### src/design/core_pkg.sv
// core back-end package.
// Shared widths, the memory-operation encoding and the pipeline stage records.
package core_pkg;

    localparam int XLEN       = 64;
    localparam int INST_W     = 32;
    localparam int REG_ADDR_W = 5;

    localparam logic [INST_W-1:0] EBREAK_INST = 32'h0010_0073;

    // memory operation carried from execute into the memory stage.
    typedef enum logic [3:0] {
        MEM_NONE = 4'd0,
        MEM_LB   = 4'd1,
        MEM_LH   = 4'd2,
        MEM_LW   = 4'd3,
        MEM_LD   = 4'd4,
        MEM_LBU  = 4'd5,
        MEM_LHU  = 4'd6,
        MEM_LWU  = 4'd7,
        MEM_SB   = 4'd8,
        MEM_SH   = 4'd9,
        MEM_SW   = 4'd10,
        MEM_SD   = 4'd11
    } mem_op_e;

    // alu_result is the address for memory operations, the result otherwise.
    typedef struct packed {
        logic [XLEN-1:0]       pc;
        logic [INST_W-1:0]     inst;
        logic [XLEN-1:0]       alu_result;
        logic [XLEN-1:0]       store_data;
        logic [REG_ADDR_W-1:0] rd_addr;
        logic                  rd_ena;
        mem_op_e               mem_op;
    } ex_mem_t;

    typedef struct packed {
        logic [XLEN-1:0]       pc;
        logic [INST_W-1:0]     inst;
        logic [XLEN-1:0]       rd_data;
        logic [REG_ADDR_W-1:0] rd_addr;
        logic                  rd_ena;
    } mem_wb_t;

    // if_s sits in bit 0 and wb_s in bit 4.
    typedef struct packed {
        logic wb_s;
        logic mem_s;
        logic ex_s;
        logic id_s;
        logic if_s;
    } stall_vec_t;

    typedef struct packed {
        logic              valid;
        logic [XLEN-1:0]   pc;
        logic [INST_W-1:0] inst;
        logic              trap;
        logic [XLEN-1:0]   trap_code;
    } commit_t;

endpackage

### src/design/mem_wb.sv
// MEM/WB pipeline register.
// Holds on its own stall, takes a bubble behind a stalled memory stage.
`timescale 1ns/10ps

module mem_wb (
    input  logic                 clk,
    input  logic                 rst_n_i,
    input  core_pkg::mem_wb_t    mem_i,
    input  core_pkg::stall_vec_t stall_i,
    input  logic                 flush_i,
    output core_pkg::mem_wb_t    wb_o,
    output logic                 wb_hold_o
);

    import core_pkg::*;

    mem_wb_t wb_q;

    always_ff @(posedge clk) begin
        if (!rst_n_i) begin
            wb_q <= '0;
        end else if (flush_i) begin
            wb_q <= '0;
        end else if (stall_i.wb_s) begin
            wb_q <= wb_q;
        end else if (stall_i.mem_s) begin
            wb_q <= '0;
        end else begin
            wb_q <= mem_i;
        end
    end

    // the content stays put for another cycle while write-back is stalled.
    assign wb_hold_o = stall_i.wb_s;

    // the write enable is masked while held, so the register file is
    // written once, on the edge the instruction actually retires.
    always_comb begin
        wb_o        = wb_q;
        wb_o.rd_ena = wb_q.rd_ena && !wb_hold_o;
    end

endmodule

### config.mk
export PLATFORM = sky130hd
export DESIGN_NAME = mem_wb
export DESIGN_NICKNAME = d
export VERILOG_FILES = /design/src/design/core_pkg.sv /design/src/design/mem_wb.sv
export SDC_FILE = /design/constraint.sdc
export NUM_CORES = 1
export LEC_CHECK = 0
export ABC_AREA = 1
export BUFFER_PORTS_ARGS = -buffer_cell sky130_fd_sc_hd__buf_4
export CELL_PAD_IN_SITES_DETAIL_PLACEMENT = 2
export CELL_PAD_IN_SITES_GLOBAL_PLACEMENT = 2
export CORE_MARGIN = 2
export CORE_UTILIZATION = 26
export DETAILED_ROUTE_END_ITERATION = 16
export PLACE_DENSITY_LB_ADDON = 0.12
export SYNTH_ARGS = -nofsm -noshare
export SYNTH_HDL_FRONTEND = slang
export SYNTH_SLANG_ARGS = --single-unit
### constraint.sdc
create_clock -name clk -period 1.6 [get_ports clk]
set_input_delay 0.24 -clock clk [delete_from_list [all_inputs] [get_ports clk]]
set_output_delay 0.24 -clock clk [all_outputs]
set_load 0.05 [all_outputs]
==> metrics.yaml <==
die:
  fp.coreArea_mm2: 0.0267
  io_pins: 341
  die-height_um: 168
  core.rowCount: 60
  die-area_mm2: 0.0283
  initial_core_util_pct: 26.3
  fp.dieW_um: 168
final_layout:
  instances_no_fill: 1396
  area_growth_pct: 31.6
  nets: 1217
  antenna_cells: 0
  layout-drive-gt1-share_pct: 36.6
pwr:
  p_int_mw: 7.04
  power_frac_seq_pct: 44.4
  sw_frac_of_total_pct: 26.6
  clkPwrFrac_pct: 43.2
  p_comb_share_pct: 12.5
  ir_drop_uv: 459
  power.leakage_nw: 3.90
  power.density_mw_per_mm2: 1040
  power.switching_mw: 2.56
worst_setup_path:
  worst-endpoint-required_ns: 1.36
  cp_slowest_cell: "dfxtp_1"
  critPathArrivalTime_ns: 1.08
  cp_top_family: "flip-flops"
  start_kind: "register"
  path_cells: "inv_1, nor2_1, buf_4"
  cp_num_buf_inv: 2
  path_max_fanout: 2
  end_kind: "output pin"
  crit_type: "reg -> out"
  slowest_delay_ns: 0.33
drt:
  wl_um: 22600
  ant_nets: 0
  viasPerCell: 4.29
  wl_per_cell_um: 16.2
  routed-via-count: 5984
  drc: 0
  drt_pass1_iterations: 4
  first_iter_violations: 206
yosys:
  synth.most_common_cell: "nand2_1"
  synth_edf_count: 0
  yosys-top-cells-count: "nand2_1 (333), a21oi_1 (166), buf_4 (166), dfxtp_1 (166), buf_2 (20)"
  syn_inst: 890
  synthArstFlopShare_pct: 0
  syn_area_mm2: 0.00702
  synth_top_area_share_pct: 47.3
  synth.net_count: 1064
  synth_top_area_cell: "dfxtp_1"
  synthFlopType: "dfxtp_1"
  seq_area_frac_synth_pct: 47.3
  syn_area_per_cell_um2: 7.89
  synth_area_leaders: "dfxtp_1 (47%), nand2_1 (18%), buf_4 (18%)"
  yosys_warnings: 0
  ys_ff_latch: 166
  synthDistinctLibCells: 11
timing:
  fin_ws_ns: 0.279
  slew_headroom_pct: 72.1
  fmax_mhz: 757
  fin_crit_ns: 1.32
  timing_hold_violations_final: 0
  fin_crit_sh_pct: 82.6
  drv_slew: 0
  fin_worst_skew_ns: 0
  grt_setup_unrepaired: "no"
  setup_viol: 0
  worst_pin_slew_ns: 0.418
  tns_ns: 0
worst_hold_path:
  hold_path_class: "in -> reg"
clock_tree:
  clkTransAtPathRegs_ns: 0.08
  cts_tree: "built"
  cts_buffers: 17
  cts_sinks: 166
  cts_setup_buffers: 0
  clock_latency_ns: 0.41
  cts_root_buffer: "clkbuf_16"
  h-tree-depth: 4
  post_cts_resized: 0
  hold_buffers: 0
  clockBufferDepth: 2
place:
  dp.cells: 1365
  port_buffers: 337
  dp_hpwl_um: 16300
  dp_slack_ns: 0.253
  place.gp.congestion: 0.741
global_routing:
  grt.total_usage_pct: 15.7
  antenna_found_initial: 0
  grt_max_degree: 68
  grt_pass1_vias: 6176
  grt.overflow.total: 0
  grt_pass1_wl_um: 34700
outcome:
  status: "completed"
flow_run:
  cap_violations: 0
registers in the layout, indices dropped and copies added (netlist names):
signal	cells
wb_q	1
wb_o	165
layout make-up:
type / count / area [um^2]
clock buffers: 19 / 433
clock inverters: 12 / 145
fillers: 3140 / 17500
inverters: 2 / 7.51
multi-input cells: 501 / 2100
flip-flops and latches: 166 / 3320
well taps: 341 / 427
repair buffers: 355 / 2800
worst paths after layout:
check / start / endpoint / slack [ns] / cells after the start
worst max register to register: wb_o[7] / wb_o[7] / 0.96 / 2
worst max-delay path: wb_q[0] / wb_o[0] / 0.28 / 3
worst min-delay path: mem_i[6] / wb_o[6] / 0.06 / 3
worst min register to register: wb_o[160] / wb_o[160] / 0.46 / 2
power by group through the flow:
stage          Sequential (mW)  Clock (mW)  Combinational, mW
3_3_place_gp              4.35           0               1.21
6_report                  4.26        4.14               1.19
2_1_floorplan             4.34           0              0.747
5_1_grt                   4.27        4.51               1.30
4_1_cts                   4.26        4.33               1.22
3_5_place_dp              4.35           0               1.22
per-stage QoR:
stage	hold WS (ns)	total power, mW	area, um^2	utilization, %
global placement	0.446	5.56	8660	32.4
CTS	0.0423	9.81	9240	34.6
finish	0.0638	9.59	9240	34.6
floorplan	0.383	5.09	7020	-
detailed placement	0.453	5.57	8660	32.4
global route	0.0567	10.1	9240	34.6
metal layers:
metal  wire (um)  GRT usage [%]  up-vias
met1        9750           19.4     2814
met3        2060           6.32       21
met2       10400           25.0      206
met4         357           4.84        0
met5           0              0        -
li1            -              -     2943
cells by family (layout without fill, tap and decap cells):
kind of cell / after synthesis / after routing / synth area share [%]
buf+inv: 223 / 388 / 22.9
simple gates: 335 / 335 / 18.0
compound gates: 166 / 166 / 11.8
flops: 166 / 166 / 47.3
cell usage in the layout, fill, tap and decap left out:
cell type   count
clkbuf_1        2
inv_1           2
buf_12         11
clkinvlp_4      4
nor2_1          1
nand2_1       332
inv_8           1
clkinv_4        2
clkbuf_16      17
bufinv_16       2
buf_4         344
dfxtp_1       166
inv_6           3
nand2_4         1
a21oi_1       166
nor2_4          1
worst min-delay path: cells and delay by family:
family	cells	cell delay (ns)
compound gates	1	0.10
buf+inv	1	0.07
simple gates	1	0.04
(Power assumes the default switching activity.)
