$ cat src/design/core_pkg.sv
// core back-end package.
// Shared widths, the memory-operation encoding and the pipeline stage records.
package core_pkg;

    localparam int XLEN       = 64;
    localparam int INST_W     = 32;
    localparam int REG_ADDR_W = 5;

    localparam logic [INST_W-1:0] EBREAK_INST = 32'h0010_0073;

    // memory operation carried from execute into the memory stage.
    typedef enum logic [3:0] {
        MEM_NONE = 4'd0,
        MEM_LB   = 4'd1,
        MEM_LH   = 4'd2,
        MEM_LW   = 4'd3,
        MEM_LD   = 4'd4,
        MEM_LBU  = 4'd5,
        MEM_LHU  = 4'd6,
        MEM_LWU  = 4'd7,
        MEM_SB   = 4'd8,
        MEM_SH   = 4'd9,
        MEM_SW   = 4'd10,
        MEM_SD   = 4'd11
    } mem_op_e;

    // alu_result is the address for memory operations, the result otherwise.
    typedef struct packed {
        logic [XLEN-1:0]       pc;
        logic [INST_W-1:0]     inst;
        logic [XLEN-1:0]       alu_result;
        logic [XLEN-1:0]       store_data;
        logic [REG_ADDR_W-1:0] rd_addr;
        logic                  rd_ena;
        mem_op_e               mem_op;
    } ex_mem_t;

    typedef struct packed {
        logic [XLEN-1:0]       pc;
        logic [INST_W-1:0]     inst;
        logic [XLEN-1:0]       rd_data;
        logic [REG_ADDR_W-1:0] rd_addr;
        logic                  rd_ena;
    } mem_wb_t;

    // if_s sits in bit 0 and wb_s in bit 4.
    typedef struct packed {
        logic wb_s;
        logic mem_s;
        logic ex_s;
        logic id_s;
        logic if_s;
    } stall_vec_t;

    typedef struct packed {
        logic              valid;
        logic [XLEN-1:0]   pc;
        logic [INST_W-1:0] inst;
        logic              trap;
        logic [XLEN-1:0]   trap_code;
    } commit_t;

endpackage

$ cat src/design/mem_stage.sv
// memory stage with the EX/MEM register.
// Places store data in its byte lanes and aligns and extends load data.
`timescale 1ns/10ps

module mem_stage #(
    parameter int  DMEM_WORDS = 256,
    localparam int IDX_W      = $clog2(DMEM_WORDS)
) (
    input  logic                      clk,
    input  logic                      rst_n_i,
    input  core_pkg::ex_mem_t         ex_i,
    input  core_pkg::stall_vec_t      stall_i,
    input  logic                      flush_i,
    output logic [IDX_W-1:0]          ram_addr_o,
    output logic [core_pkg::XLEN-1:0] ram_wdata_o,
    output logic [7:0]                ram_be_o,
    output logic                      ram_we_o,
    input  logic [core_pkg::XLEN-1:0] ram_rdata_i,
    output core_pkg::mem_wb_t         mem_o
);

    import core_pkg::*;

    ex_mem_t         ex_mem_q;
    logic [2:0]      byte_off;
    logic [7:0]      lane_mask;
    logic            is_store;
    logic [XLEN-1:0] load_word;
    logic [XLEN-1:0] rd_data;

    always_ff @(posedge clk) begin
        if (!rst_n_i) begin
            ex_mem_q <= '0;
        end else if (flush_i) begin
            ex_mem_q <= '0;
        end else if (stall_i.mem_s) begin
            ex_mem_q <= ex_mem_q;
        end else if (stall_i.ex_s) begin
            ex_mem_q <= '0;
        end else begin
            ex_mem_q <= ex_i;
        end
    end

    assign byte_off   = ex_mem_q.alu_result[2:0];
    assign ram_addr_o = ex_mem_q.alu_result[IDX_W+2:3];

    always_comb begin
        lane_mask = 8'h00;
        is_store  = 1'b1;
        case (ex_mem_q.mem_op)
            MEM_SB:  lane_mask = 8'h01;
            MEM_SH:  lane_mask = 8'h03;
            MEM_SW:  lane_mask = 8'h0f;
            MEM_SD:  lane_mask = 8'hff;
            default: is_store = 1'b0;
        endcase
    end

    // a held store writes on the edge it leaves the stage, and a flush drops it.
    assign ram_we_o    = is_store && !stall_i.mem_s && !flush_i;
    assign ram_be_o    = lane_mask << byte_off;
    assign ram_wdata_o = ex_mem_q.store_data << {byte_off, 3'b000};

    always_comb begin
        load_word = ram_rdata_i >> {byte_off, 3'b000};
        case (ex_mem_q.mem_op)
            MEM_LB:  rd_data = {{(XLEN-8){load_word[7]}}, load_word[7:0]};
            MEM_LH:  rd_data = {{(XLEN-16){load_word[15]}}, load_word[15:0]};
            MEM_LW:  rd_data = {{(XLEN-32){load_word[31]}}, load_word[31:0]};
            MEM_LD:  rd_data = load_word;
            MEM_LBU: rd_data = {{(XLEN-8){1'b0}}, load_word[7:0]};
            MEM_LHU: rd_data = {{(XLEN-16){1'b0}}, load_word[15:0]};
            MEM_LWU: rd_data = {{(XLEN-32){1'b0}}, load_word[31:0]};
            default: rd_data = ex_mem_q.alu_result;
        endcase
    end

    always_comb begin
        mem_o.pc      = ex_mem_q.pc;
        mem_o.inst    = ex_mem_q.inst;
        mem_o.rd_data = rd_data;
        mem_o.rd_addr = ex_mem_q.rd_addr;
        mem_o.rd_ena  = ex_mem_q.rd_ena;
    end

endmodule

$ cat config.mk
export PLATFORM = sky130hd
export DESIGN_NAME = mem_stage
export DESIGN_NICKNAME = d
export VERILOG_FILES = /design/src/design/core_pkg.sv /design/src/design/mem_stage.sv
export SDC_FILE = /design/constraint.sdc
export NUM_CORES = 1
export LEC_CHECK = 0
export BUFFER_PORTS_ARGS = -buffer_cell sky130_fd_sc_hd__buf_2
export CAP_MARGIN = 30
export CORE_AREA = 2 2 218 220
export CTS_CLUSTER_SIZE = 20
export DETAILED_ROUTE_END_ITERATION = 10
export DIE_AREA = 0 0 220 222
export PLACE_DENSITY_LB_ADDON = 0.1
export SLEW_MARGIN = 15
export SYNTH_ARGS = -nofsm -noshare
export SYNTH_HDL_FRONTEND = slang
export SYNTH_SLANG_ARGS = --single-unit
$ cat constraint.sdc
create_clock -name clk -period 2.6 [get_ports clk]
set_input_delay 0.39 -clock clk [delete_from_list [all_inputs] [get_ports clk]]
set_output_delay 0.39 -clock clk [all_outputs]
set_load 0.05 [all_outputs]
==> impl_metrics.json <==
{
  "pwr-share-comb": 0.219,
  "place_ws_ps": -32.1,
  "synth_top_area_share": 0.354,
  "wire_per_inst_microns": 23.8,
  "yosys.area_share.xor_xnor": 0,
  "cp.buffers_inverters": 4,
  "p_per_area_mw_per_mm2": 490,
  "setup_viol": 98,
  "status": "finished with violations",
  "first_iter_violations": 872,
  "period_minus_slack_ps": 3140,
  "synth_edf_count": 0,
  "routed-via-count": 14166,
  "dp.cells": 2578,
  "crit_fanout": 8,
  "clkTransAtPathRegs_ps": 60,
  "overflow": 0,
  "h-tree-depth": 1,
  "end_kind": "output port",
  "synth_top_area_cell": "dfxtp_1",
  "skew_ps": 0,
  "required_ps": 2210,
  "core-area_sq_mm": 0.0463,
  "synth_area_per_cell_sq_um": 8.24,
  "violations": "setup timing",
  "yosys_register_bits": 234,
  "power.share.switching": 0.307,
  "synthFlopType": "dfxtp_1",
  "peakVddDrop_uv": 462,
  "std_cell_rows": 79,
  "ys_types": 52,
  "finalNetCount": 2368,
  "synth_adder_area_share": 0,
  "die_area_sq_mm": 0.0488,
  "synth_compound_area_frac": 0.250,
  "crit_slowest_cell": "a2111oi_4",
  "routed_wl_mm": 64.4,
  "numClockSinks": 234,
  "rr_worst_depth": 5,
  "p_clk_frac": 0.407,
  "n_fill_cell": 4619,
  "critPathKind": "reg2out",
  "power.leakage_nw": 8.21,
  "ys_warn_count": 0,
  "finalWorstSetupSlack_ps": -541,
  "path_cells": "buf_12 -> mux2_4 -> o22ai_4 -> nor3_4 -> a2111oi_4 -> buf_6 -> clkbuf_16 -> a21oi_4 -> buf_6",
  "fin_util": 0.438,
  "pwr-share-seq": 0.375,
  "path_delay_family": "compound AO/OA/AOI/OAI gates",
  "drc": 0,
  "synth_fp_nets": 1911,
  "finalHoldViolations": 0,
  "clock_path_buffers": 3,
  "grt_pass1_wl_mm": 90.1,
  "slowest_delay_ps": 430,
  "area_growth_pct": 53.4,
  "io_pins": 553,
  "synthCells": 1605,
  "drive_gt1_frac": 0.478,
  "synth_mux_area_frac": 0.126,
  "power.internal_w": 0.00688,
  "ys_seq_area_frac": 0.354,
  "routabilityCongestion": 0.867,
  "ant_nets": 0,
  "layout_commonest_cell": "buf_2",
  "firstDrtPassIters": 5,
  "crit_top_cell": "buf_6",
  "max_slew_margin": 0.494,
  "maxSlewViolCount": 0,
  "fmax_mhz": 318,
  "insertion_delay_ps": 570,
  "grt_max_degree": 121,
  "dpl.hpwl_mm": 44.8,
  "grt_pass1_vias": 13708,
  "yosys-top-cells-area": "dfxtp_1 (35%), a22oi_1 (14%), nor2_1 (9.3%)",
  "synthesis.area_sq_mm": 0.0132,
  "critical_path_arrival_ps": 2750,
  "die_h_microns": 222,
  "portBuffers": 549,
  "cp_num_cells": 9,
  "grt_antenna_before_repair": 23,
  "rsz0062_at_grt": "true",
  "start_util": 0.286,
  "hold_depth": 3,
  "start_kind": "flip-flop",
  "final_cell_mix": "buf_2 (416), nor2_1 (315), a22oi_1 (244)",
  "hold_class": "in2reg",
  "ys_async_sr_fraction": 0,
  "p_sw_w": 0.00305,
  "die_x_microns": 220,
  "fin_crit_sh": 1.21,
  "fin_cells": 2701,
  "grtUsageTotal": 0.244,
  "drv_cap": 0,
  "cts_root_buffer": "clkbuf_16",
  "tightest_slew_ps": 760,
  "cts_tree": "done",
  "synthSimpleGateAreaFrac": 0.157,
  "viasPerCell": 5.24,
  "synth_top_family_by_area": "compound AO/OA/AOI/OAI gates",
  "cts_buffers": 29
}
[worst reg2reg max path, cell delays in order (launching register included)]
cell       delay, ps
dfxtp_4          360
buf_12           140
buf_8            160
clkbuf_16        230
a22oi_1          200
nor2_1            50
[synth_stat cells, types with 3 or more instances]
cell       number
dfxtp_1       234
buf_6           7
mux2i_1       103
mux2_4          4
nand2_1       106
nor3_1          6
a21oi_2        32
buf_2          30
a211o_1         6
nor2_1        327
o211ai_1        8
o21ai_0        51
o22ai_1        22
a22oi_1       246
mux4_2         12
nor2b_1        11
and3_1          3
nand3_1        10
o2bb2ai_1       3
buf_1          17
and2_1         16
nand2b_1        7
or2_2           3
a21oi_1        43
a31oi_1         8
clkbuf_1       93
buf_4         111
inv_1           6
a211oi_1       24
mux2_2         25
or3_1           4
a2bb2oi_1       3
[final timing paths]
| check | start | endpoint | slack, ps |
|---|---|---|---|
| max | byte_off[1]$_SDFFE_PP0N_ | mem_o[53] | -540 |
| max reg2reg | byte_off[1]$_SDFFE_PP0N_ | byte_off[1]$_SDFFE_PP0N_ | 1330 |
| min reg2reg | mem_o[0]$_SDFFE_PP0N_ | mem_o[0]$_SDFFE_PP0N_ | 500 |
| min | ex_i[17] | ex_mem_q[17]$_SDFFE_PP0N_ | 50 |
[power groups by stage]
stage / combinational (W) / clock, W / sequential, W
final: 0.00217 / 0.00404 / 0.00372
after global routing: 0.00229 / 0.00433 / 0.00373
after CTS: 0.00199 / 0.00416 / 0.00372
after detailed placement: 0.00183 / 0 / 0.00379
after global placement: 0.00182 / 0 / 0.00379
after floorplan: 0.00116 / 0 / 0.00377
[cell families (layout without fill, tap and decap cells)]
| kind of cell | Yosys count | in the layout |
|---|---|---|
| DFF | 234 | 234 |
| and+or+nand+nor | 502 | 502 |
| AOI/OAI and AO/OA | 458 | 458 |
| other | 0 | 15 |
| muxes | 146 | 146 |
| buffers and inverters | 265 | 739 |
[cell type report]
type / instances / area, sq um / area share
tap: 607 / 759 / 0.0374
clock buffer: 40 / 860 / 0.0424
timing repair buffer: 684 / 5610 / 0.277
multi-input combinational: 1106 / 8210 / 0.405
antenna: 15 / 37.5 / 0.00185
sequential: 234 / 4700 / 0.232
clock inverter: 8 / 71.3 / 0.00352
inverter: 7 / 32.5 / 0.00160
[state kept, by name, indices dropped and copies added, names as in the netlist]
| signal | flops |
|---|---|
| byte_off | 3 |
| ex_mem_q | 121 |
| mem_o | 102 |
| ram_addr_o | 8 |
[per-layer routing]
| layer | vias up | share of wire | track usage | routed length (microns) |
|---|---|---|---|---|
| met1 | 6910 | 0.39 | 0.282 | 24800 |
| met4 | 14 | 0.039 | 0.0955 | 2510 |
| li1 | 6589 | - | - | - |
| met3 | 120 | 0.071 | 0.0619 | 4550 |
| met2 | 533 | 0.50 | 0.427 | 32400 |
| met5 | - | 0.0014 | 0 | 89 |
[repair_timing]
item,4_1_cts,5_1_grt
cloned,8,10
hold buffers,0,0
buffers inserted,14,29
gates resized for setup,213,329
endpoints found under the setup margin,134,134
pin swaps,7,28
[per-stage QoR]
step / cell area, sq um / total power, W / hold slack, ps / setup TNS (ps)
detailed placement: 16600 / 0.00563 / 496 / -126
finish: 20300 / 0.00994 / 47.3 / -29490
global placement: 16600 / 0.00562 / 473 / 0
floorplan: 13300 / 0.00493 / 462 / -759
global route: 20300 / 0.0103 / 33.0 / -37690
CTS: 18600 / 0.00987 / 15.5 / -33260
Note: power is estimated with default switching activity, not from simulation.
