$ cat config.mk
export PLATFORM = sky130hd
export DESIGN_NAME = commit_monitor
export DESIGN_NICKNAME = d
export VERILOG_FILES = /design/src/design/core_pkg.sv /design/src/design/commit_monitor.sv
export SDC_FILE = /design/constraint.sdc
export NUM_CORES = 1
export LEC_CHECK = 0
export ABC_AREA = 0
export BUFFER_PORTS_ARGS = -buffer_cell sky130_fd_sc_hd__buf_2
export CAP_MARGIN = 40
export CORE_AREA = 2 2 154 156
export DETAILED_ROUTE_END_ITERATION = 10
export DIE_AREA = 0 0 156 158
export PLACE_DENSITY = 0.45
export SYNTH_ARGS = -nofsm -noshare
export SYNTH_HDL_FRONTEND = slang
export SYNTH_SLANG_ARGS = --single-unit
$ cat constraint.sdc
create_clock -name clk -period 1.6 [get_ports clk]
set_clock_uncertainty 0.05 [all_clocks]
set_input_delay 0.16 -clock clk [delete_from_list [all_inputs] [get_ports clk]]
set_output_delay 0.16 -clock clk [all_outputs]
set_load 0.05 [all_outputs]
$ cat src/design/core_pkg.sv
// core back-end package.
// Shared widths, the memory-operation encoding and the pipeline stage records.
package core_pkg;

    localparam int XLEN       = 64;
    localparam int INST_W     = 32;
    localparam int REG_ADDR_W = 5;

    localparam logic [INST_W-1:0] EBREAK_INST = 32'h0010_0073;

    // memory operation carried from execute into the memory stage.
    typedef enum logic [3:0] {
        MEM_NONE = 4'd0,
        MEM_LB   = 4'd1,
        MEM_LH   = 4'd2,
        MEM_LW   = 4'd3,
        MEM_LD   = 4'd4,
        MEM_LBU  = 4'd5,
        MEM_LHU  = 4'd6,
        MEM_LWU  = 4'd7,
        MEM_SB   = 4'd8,
        MEM_SH   = 4'd9,
        MEM_SW   = 4'd10,
        MEM_SD   = 4'd11
    } mem_op_e;

    // alu_result is the address for memory operations, the result otherwise.
    typedef struct packed {
        logic [XLEN-1:0]       pc;
        logic [INST_W-1:0]     inst;
        logic [XLEN-1:0]       alu_result;
        logic [XLEN-1:0]       store_data;
        logic [REG_ADDR_W-1:0] rd_addr;
        logic                  rd_ena;
        mem_op_e               mem_op;
    } ex_mem_t;

    typedef struct packed {
        logic [XLEN-1:0]       pc;
        logic [INST_W-1:0]     inst;
        logic [XLEN-1:0]       rd_data;
        logic [REG_ADDR_W-1:0] rd_addr;
        logic                  rd_ena;
    } mem_wb_t;

    // if_s sits in bit 0 and wb_s in bit 4.
    typedef struct packed {
        logic wb_s;
        logic mem_s;
        logic ex_s;
        logic id_s;
        logic if_s;
    } stall_vec_t;

    typedef struct packed {
        logic              valid;
        logic [XLEN-1:0]   pc;
        logic [INST_W-1:0] inst;
        logic              trap;
        logic [XLEN-1:0]   trap_code;
    } commit_t;

endpackage

$ cat src/design/commit_monitor.sv
// commit monitor.
// Registers each retired instruction and flags ebreak with a0 as its trap code.
`timescale 1ns/10ps

module commit_monitor (
    input  logic                      clk,
    input  logic                      rst_n_i,
    input  core_pkg::mem_wb_t         wb_i,
    input  logic                      wb_hold_i,
    input  logic [core_pkg::XLEN-1:0] a0_data_i,
    output core_pkg::commit_t         commit_o
);

    import core_pkg::*;

    logic retire;
    logic is_ebreak;

    // bubbles never retire, and a held instruction retires only when released.
    assign retire    = (wb_i.inst != '0) && !wb_hold_i;
    assign is_ebreak = (wb_i.inst == EBREAK_INST);

    always_ff @(posedge clk) begin
        if (!rst_n_i) begin
            commit_o.valid <= 1'b0;
            commit_o.trap  <= 1'b0;
        end else begin
            commit_o.valid <= retire;
            commit_o.trap  <= retire && is_ebreak;
        end
    end

    // a0 already includes a write-back landing on this same edge.
    always_ff @(posedge clk) begin
        commit_o.pc        <= wb_i.pc;
        commit_o.inst      <= wb_i.inst;
        commit_o.trap_code <= a0_data_i;
    end

endmodule

==> reports/metrics.json, run 1 <==
{
  "status": {
    "run_status": "completed"
  },
  "cts": {
    "clkSlewWorstSetupHoldPaths_ps": 70,
    "cts_made_buffers": 17,
    "post-cts-setup-buffers": 0,
    "post_cts_resized": 0,
    "tritoncts": "built",
    "cts_buffer_depth": 2,
    "ctsRootBufferMaster": "clkbuf_16",
    "cts.htree.levels": 4,
    "cts_hold_buffers": 162,
    "clock-sinks": 162
  },
  "route": {
    "detail_route.first_pass.iterations": 4,
    "vias_per_cell": 3.31,
    "postRouteAntennaNets": 0,
    "via_count": 3267,
    "routed_wire_length_per_instance_um": 12.8,
    "post_route_wl_mm": 12.6,
    "drt_iter0_markers": 130,
    "drc_errors": 0
  },
  "critical_path": {
    "critical_path_required_ps": 1850,
    "startpoint_class_of_the_critical_path": "primary input",
    "crit_chain": "dlygate4sd3_1 -> buf_2 -> nor4_1 -> nand4_1 -> nor3_1 -> nor3b_1",
    "path_max_fanout": 2,
    "crit_type": "primary input to flip-flop",
    "crit_arrival_ps": 1710,
    "cp-end-kind": "flip-flop",
    "critical-path-top-delay-family": "simple AND/OR/NAND/NOR gates",
    "critical_path.n_buffers_inverters": 2,
    "cell_with_the_largest_stage_delay_on_the_worst_path": "dlygate4sd3_1",
    "worst-path-stages": 6,
    "crit_path_start": "wb_i[81]",
    "crit_path_max_incr_delay_ps": 560,
    "worst_setup_path_endpoint": "commit_o[161]$_SDFF_PN0_"
  },
  "timing": {
    "post-route-period-util_pct": 90.9,
    "rsz0062_at_grt": "false",
    "report.final.setup_viol": 0,
    "tns_ps": 0,
    "maxClockFrequency_mhz": 688,
    "timing_max_transition_violations_final": 0,
    "post_route_worst_setup_slack_ps": 146,
    "slew_headroom_pct": 76.8,
    "post-route-min-period_ps": 1450,
    "hold_viol": 0,
    "worst_margin_slew_ps": 346,
    "whs_ps": 247
  },
  "placed_design": {
    "pre_cts_ws_ps": 25.3,
    "dp.final_hpwl_mm": 8.74,
    "dp.cells": 794,
    "placement.io_buffers": 324,
    "dpl-instance-area_um2": 5340,
    "gp_routability_congestion": 0.678
  },
  "power_and_ir_drop": {
    "fin_total_pwr_mw": 9.78,
    "ir_worst_vdd_v": 0.000539,
    "cellPowerDensity_nw_per_um2": 1300,
    "leakagePower_nw": 3.60
  },
  "die": {
    "floorplan.initialDensity_pct": 14.5,
    "num_io_pins": 395,
    "fp.dieH_um": 158,
    "placeableCoreArea_um2": 23100,
    "fp.dieArea_um2": 24600,
    "std_cell_rows": 56,
    "die_w_um": 156
  },
  "min_path": {
    "timing.hold.worst.class": "primary input to flip-flop",
    "hold_depth": 5
  },
  "grt": {
    "groute.usage.overall_pct": 9.62,
    "grt_pass1_wl_mm": 17.8,
    "antenna_found_initial": 0,
    "pin_count_of_the_biggest_net_entering_global_routing": 17,
    "number_of_global_route_vias_before_repair": 3538,
    "globalRouteOverflowTotal": 0
  },
  "logic_synthesis": {
    "syn_inst": 179,
    "synth.most_common_cell": "dfxtp_1",
    "netlist_area_um2": 3350,
    "synth.top_cells.by_area": "dfxtp_1 97%, nor4_1 1.3%, nand4_1 0.37%",
    "synth_seq_cells": 162,
    "top_area_cell_type_share_of_the_netlist_area_pct": 96.8,
    "synth_sequential_area_ratio_pct": 96.8,
    "synth_top_flop_cell": "dfxtp_1",
    "yosysUniqueCellTypes": 10,
    "async_set_reset_flop_share_out_of_synthesis_pct": 0,
    "avgSynthCellArea_um2": 18.7,
    "synthTopCellsByCount": "162 x dfxtp_1, 7 x nor4_1, 2 x nand4_1, 2 x nor2_1",
    "synth_nets": 412,
    "synth_edf_count": 0,
    "synthDominantAreaCellType": "dfxtp_1",
    "yosysWarnings": 0
  },
  "layout": {
    "layoutNonFillerInstCount": 988,
    "syn_to_final_growth_pct": 125,
    "reg.largest.list": "commit_o: 162 flops",
    "final_layout_size_suffix_gt1_share_pct": 51.1,
    "finish.net_count": 918,
    "antenna_cells": 0,
    "largest_register_ff_count": 162,
    "largest_register": "commit_o",
    "final_core_utilization_pct": 32.7,
    "design_area_um2": 7540
  },
  "job": {
    "drv.max_cap_violation_count": 0
  }
}
[worst min path at each step]
stage / slack, ps / end / start
after floorplan: 140 / commit_o[0]$_DFF_P_ / a0_data_i[0]
after global placement: 210 / commit_o[57]$_DFF_P_ / a0_data_i[57]
after detailed placement: 210 / commit_o[126]$_DFF_P_ / wb_i[131]
after CTS: 250 / commit_o[64]$_SDFF_PN0_ / wb_i[77]
after global routing: 270 / commit_o[64]$_SDFF_PN0_ / wb_i[79]
final: 250 / commit_o[64]$_SDFF_PN0_ / wb_i[77]
[cells by family (layout without fill, tap and decap cells)]
kind of cell | count (synthesis) | in the layout | synth area share, %
flops | 162 | 162 | 96.8
simple gates | 17 | 17 | 3.17
buf+inv | 0 | 519 | 0
[cell type report]
class,instances,area (um2)
clock buffer,18,429
fill,2315,15500
timing repair buffer,487,3250
multi-input combinational,17,106
tap,290,363
clock inverter,14,144
sequential,162,3240
[tightest hold or removal path: stages]
cell and delay (ps):
buf_2 80, nor4_1 50, buf_4 130, nand4_1 150, nor4_2 70
[report_power, final]
group	switching [mW]	leakage, nW	total, mW	internal, mW
registers	0.0518	1.37	4.30	4.25
clock network	1.76	0.268	3.95	2.19
logic	0.986	1.97	1.53	0.541
total	2.80	3.60	9.78	6.98
[per-layer routing]
metal  wire [um]  GRT usage, %  part of all wire [%]
met1        4650          9.64                    37
met2        6820          17.9                    54
met3         958          3.78                   7.6
met4         200          3.84                   1.6
met5           0             0                     0
[placed cells by master, fill, tap and decap left out, types with 2 or more instances in the layout]
master	Yosys	routed
buf_2	0	324
dfxtp_1	162	162
dlygate4sd3_1	0	162
clkbuf_16	0	17
nor4_1	7	7
clkinvlp_4	0	4
inv_6	0	4
clkinv_4	0	3
nor2_1	2	2
nand4_1	2	2
inv_8	0	2
Note: power is estimated with default switching activity, not from simulation.
==> run 2, diff against run 1 <==
==> constraint.sdc (replaced) <==
create_clock -name clk -period 1.7 [get_ports clk]
set_clock_uncertainty 0.05 [all_clocks]
set_input_delay 0 -clock clk [delete_from_list [all_inputs] [get_ports clk]]
set_output_delay 0 -clock clk [all_outputs]
set_load 0.05 [all_outputs]
==> run 2 against run 1 <==
Via count shrank 0.49%; critical path depth rose by 1; count of clock-buffer cells in the layout down 1; utilization shrank 0.12 points; hold slack got worse by 90 ps; die area unchanged; final cell count down 0.10%; setup slack better by 130 ps; highest routed layer unchanged.
==> reports/metrics.json, run 2 (synthesized netlist as in run 1, its figures left out) <==
{
  "timing": {
    "whs": {"value": 157, "unit": "ps", "change": "-90.2 ps"},
    "worst_margin_slew": {"value": 335, "unit": "ps", "change": "-10.3 ps"},
    "slew_headroom": {"value": 77.4, "unit": "%", "change": "+0.69 points"},
    "maxClockFrequency_mhz": 703,
    "hold_viol": {"value": 0, "change": "unchanged"},
    "post-route-min-period_ps": 1420,
    "post-route-period-util_pct": 83.7,
    "rsz0062_at_grt": "false",
    "tns": {"value": 0, "unit": "ps", "change": "unchanged"},
    "timing_max_transition_violations_final": {"value": 0, "change": "unchanged"},
    "report.final.setup_viol": {"value": 0, "change": "unchanged"}
  },
  "layout": {
    "finish.net_count": {"value": 918, "change": "unchanged"},
    "largest_register": "commit_o",
    "largest_register_ff_count": {"value": 162, "change": "unchanged"},
    "n_fill_cell": {"value": 2344, "change": "+1.3%"},
    "antenna_cells": {"value": 0, "change": "unchanged"},
    "final_core_utilization": {"value": 32.6, "unit": "%", "change": "-0.12 points"},
    "reg.largest.list": "commit_o: 162 flops",
    "layout_commonest_cell": "buf_2",
    "top_library_cells_by_usage_in_the_layout_fill_and_taps_aside": "324 x buf_2, 162 x dfxtp_1, 162 x dlygate4sd3_1",
    "final_layout_size_suffix_gt1_share": {"value": 51.2, "unit": "%", "change": "+0.073 points"},
    "layoutNonFillerInstCount": {"value": 987, "change": "-0.10%"},
    "syn_to_final_growth_pct": 124
  },
  "power_and_ir_drop": {
    "leakagePower": {"value": 3.60, "unit": "nW", "change": "-0.18%"},
    "ir_worst_vdd": {"value": 0.000514, "unit": "V", "change": "-4.6%"},
    "fin_total_pwr": {"value": 9.06, "unit": "mW", "change": "-7.4%"},
    "cellPowerDensity": {"value": 1210, "unit": "nW/um2", "change": "-7.1%"}
  },
  "grt": {
    "number_of_global_route_vias_before_repair": {"value": 3525, "change": "-0.37%"},
    "pin_count_of_the_biggest_net_entering_global_routing": {"value": 17, "change": "unchanged"},
    "groute.usage.overall": {"value": 9.64, "unit": "%", "change": "+0.021 points"},
    "antenna_found_initial": {"value": 0, "change": "unchanged"},
    "grt_pass1_wl": {"value": 17.6, "unit": "mm", "change": "-0.93%"},
    "globalRouteOverflowTotal": {"value": 0, "change": "unchanged"}
  },
  "route": {
    "drc_errors": {"value": 0, "change": "unchanged"},
    "vias_per_cell": {"value": 3.29, "change": "-0.39%"},
    "routed_wire_length_per_instance": {"value": 12.9, "unit": "um", "change": "+0.58%"},
    "postRouteAntennaNets": {"value": 0, "change": "unchanged"},
    "detail_route.first_pass.iterations": {"value": 4, "change": "unchanged"},
    "drt_iter0_markers": {"value": 70, "change": "-46%"},
    "via_count": {"value": 3251, "change": "-0.49%"},
    "post_route_wl": {"value": 12.7, "unit": "mm", "change": "+0.48%"}
  },
  "critical_path": {
    "crit_path_max_incr_delay": {"value": 540, "unit": "ps", "change": "-20 ps"},
    "cell_with_the_largest_stage_delay_on_the_worst_path": "dlygate4sd3_1",
    "critical_path.n_buffers_inverters": {"value": 3, "change": "+1"},
    "crit_type": "primary input to flip-flop",
    "crit_arrival": {"value": 1670, "unit": "ps", "change": "-40 ps"},
    "startpoint_class_of_the_critical_path": "primary input",
    "critical-path-top-delay-family": "buffers and inverters",
    "crit_chain": "dlygate4sd3_1 -> buf_2 -> nor4_1 -> buf_4 -> nand4_1 -> nor3_1 -> nor3b_1",
    "critical_path_required": {"value": 1950, "unit": "ps", "change": "+100 ps"},
    "path_max_fanout": {"value": 2, "change": "unchanged"},
    "cp-end-kind": "flip-flop"
  },
  "placed_design": {
    "placement.io_buffers": {"value": 324, "change": "unchanged"},
    "dp.cells": {"value": 794, "change": "unchanged"},
    "dp.final_hpwl": {"value": 8.82, "unit": "mm", "change": "+0.94%"},
    "gp_routability_congestion": {"value": 0.675, "change": "-0.41%"}
  },
  "die": {
    "floorplan.initialDensity": {"value": 14.5, "unit": "%", "change": "unchanged"},
    "std_cell_rows": {"value": 56, "change": "unchanged"},
    "num_io_pins": {"value": 395, "change": "unchanged"},
    "fp.dieArea": {"value": 24600, "unit": "um2", "change": "unchanged"},
    "fp.dieH": {"value": 158, "unit": "um", "change": "unchanged"},
    "die_w": {"value": 156, "unit": "um", "change": "unchanged"},
    "placeableCoreArea": {"value": 23100, "unit": "um2", "change": "unchanged"}
  },
  "cts": {
    "cts_made_buffers": {"value": 17, "change": "unchanged"},
    "cts_buffer_depth": {"value": 2, "change": "unchanged"},
    "tritoncts": "built",
    "ctsRootBufferMaster": "clkbuf_16",
    "cts.htree.levels": {"value": 4, "change": "unchanged"},
    "clock-sinks": {"value": 162, "change": "unchanged"},
    "clkSlewWorstSetupHoldPaths": {"value": 70, "unit": "ps", "change": "about the same"}
  },
  "status": {
    "run_status": "completed"
  },
  "min_path": {
    "min_to": "commit_o[104]$_DFF_P_",
    "hold_depth": {"value": 2, "change": "-3"},
    "timing.hold.worst.class": "primary input to flip-flop",
    "hold_path.startpoint": "wb_i[109]"
  },
  "job": {
    "drv.max_cap_violation_count": {"value": 0, "change": "unchanged"}
  }
}
run 2: cell types whose count changed in the layout (fill, tap and decap cells not counted):
cell	previous run	this run
inv_6	4	6
bufinv_16	1	0
clkinv_2	0	1
clkinvlp_4	4	3
clkbuf_1	1	0
clkinv_4	3	2
run 2: power by group:
| part | leakage (nW) | switching [mW] | internal (mW) |
|---|---|---|---|
| registers | 1.37 | 0.0493 | 4.00 |
| clock network | 0.261 | 1.66 | 1.91 |
| logic | 1.97 | 0.929 | 0.510 |
run 2: area by class of cell:
class,instances,area [um2],area share [%]
clock inverters,14,120,1.60
repair buffers,487,3250,43.3
flip-flops and latches,162,3240,43.2
well taps,290,363,4.83
multi-input cells,17,106,1.42
clock buffers,17,425,5.67
run 2: through the flow:
stage / setup slack [ps] / area, um2
detailed placement: 322 / 5340
global placement: 290 / 5340
CTS: 198 / 7510
floorplan: 884 / 3350
global route: 133 / 7510
finish: 278 / 7510
run 2: worst max path at each step:
stage                     startpoint                  endpoint  slack [ps]  cells after the start
final                       wb_i[77]  commit_o[161]$_SDFF_PN0_         280                      7
after global routing        wb_i[77]  commit_o[161]$_SDFF_PN0_         130                      7
after CTS                   wb_i[77]   commit_o[64]$_SDFF_PN0_         200                      6
after detailed placement    wb_i[77]  commit_o[161]$_SDFF_PN0_         320                      6
after global placement      wb_i[77]  commit_o[161]$_SDFF_PN0_         290                      6
after floorplan             wb_i[82]  commit_o[161]$_SDFF_PN0_         880                      4
run 2: repair_timing:
| item | 4_1_cts | 5_1_grt |
|---|---|---|
| gates resized for setup | 0 | 0 |
| hold buffers | 162 | 0 |
| endpoints found under the hold margin | 162 | 0 |
| buffers inserted | 0 | 0 |
run 2: routing by layer:
metal	track usage, %	share of wire, %	vias up
li1	-	-	1592
met1	9.28	36	1475
met2	18.1	54	171
met3	4.05	7.9	13
met4	4.11	1.7	0
met5	0	0	-
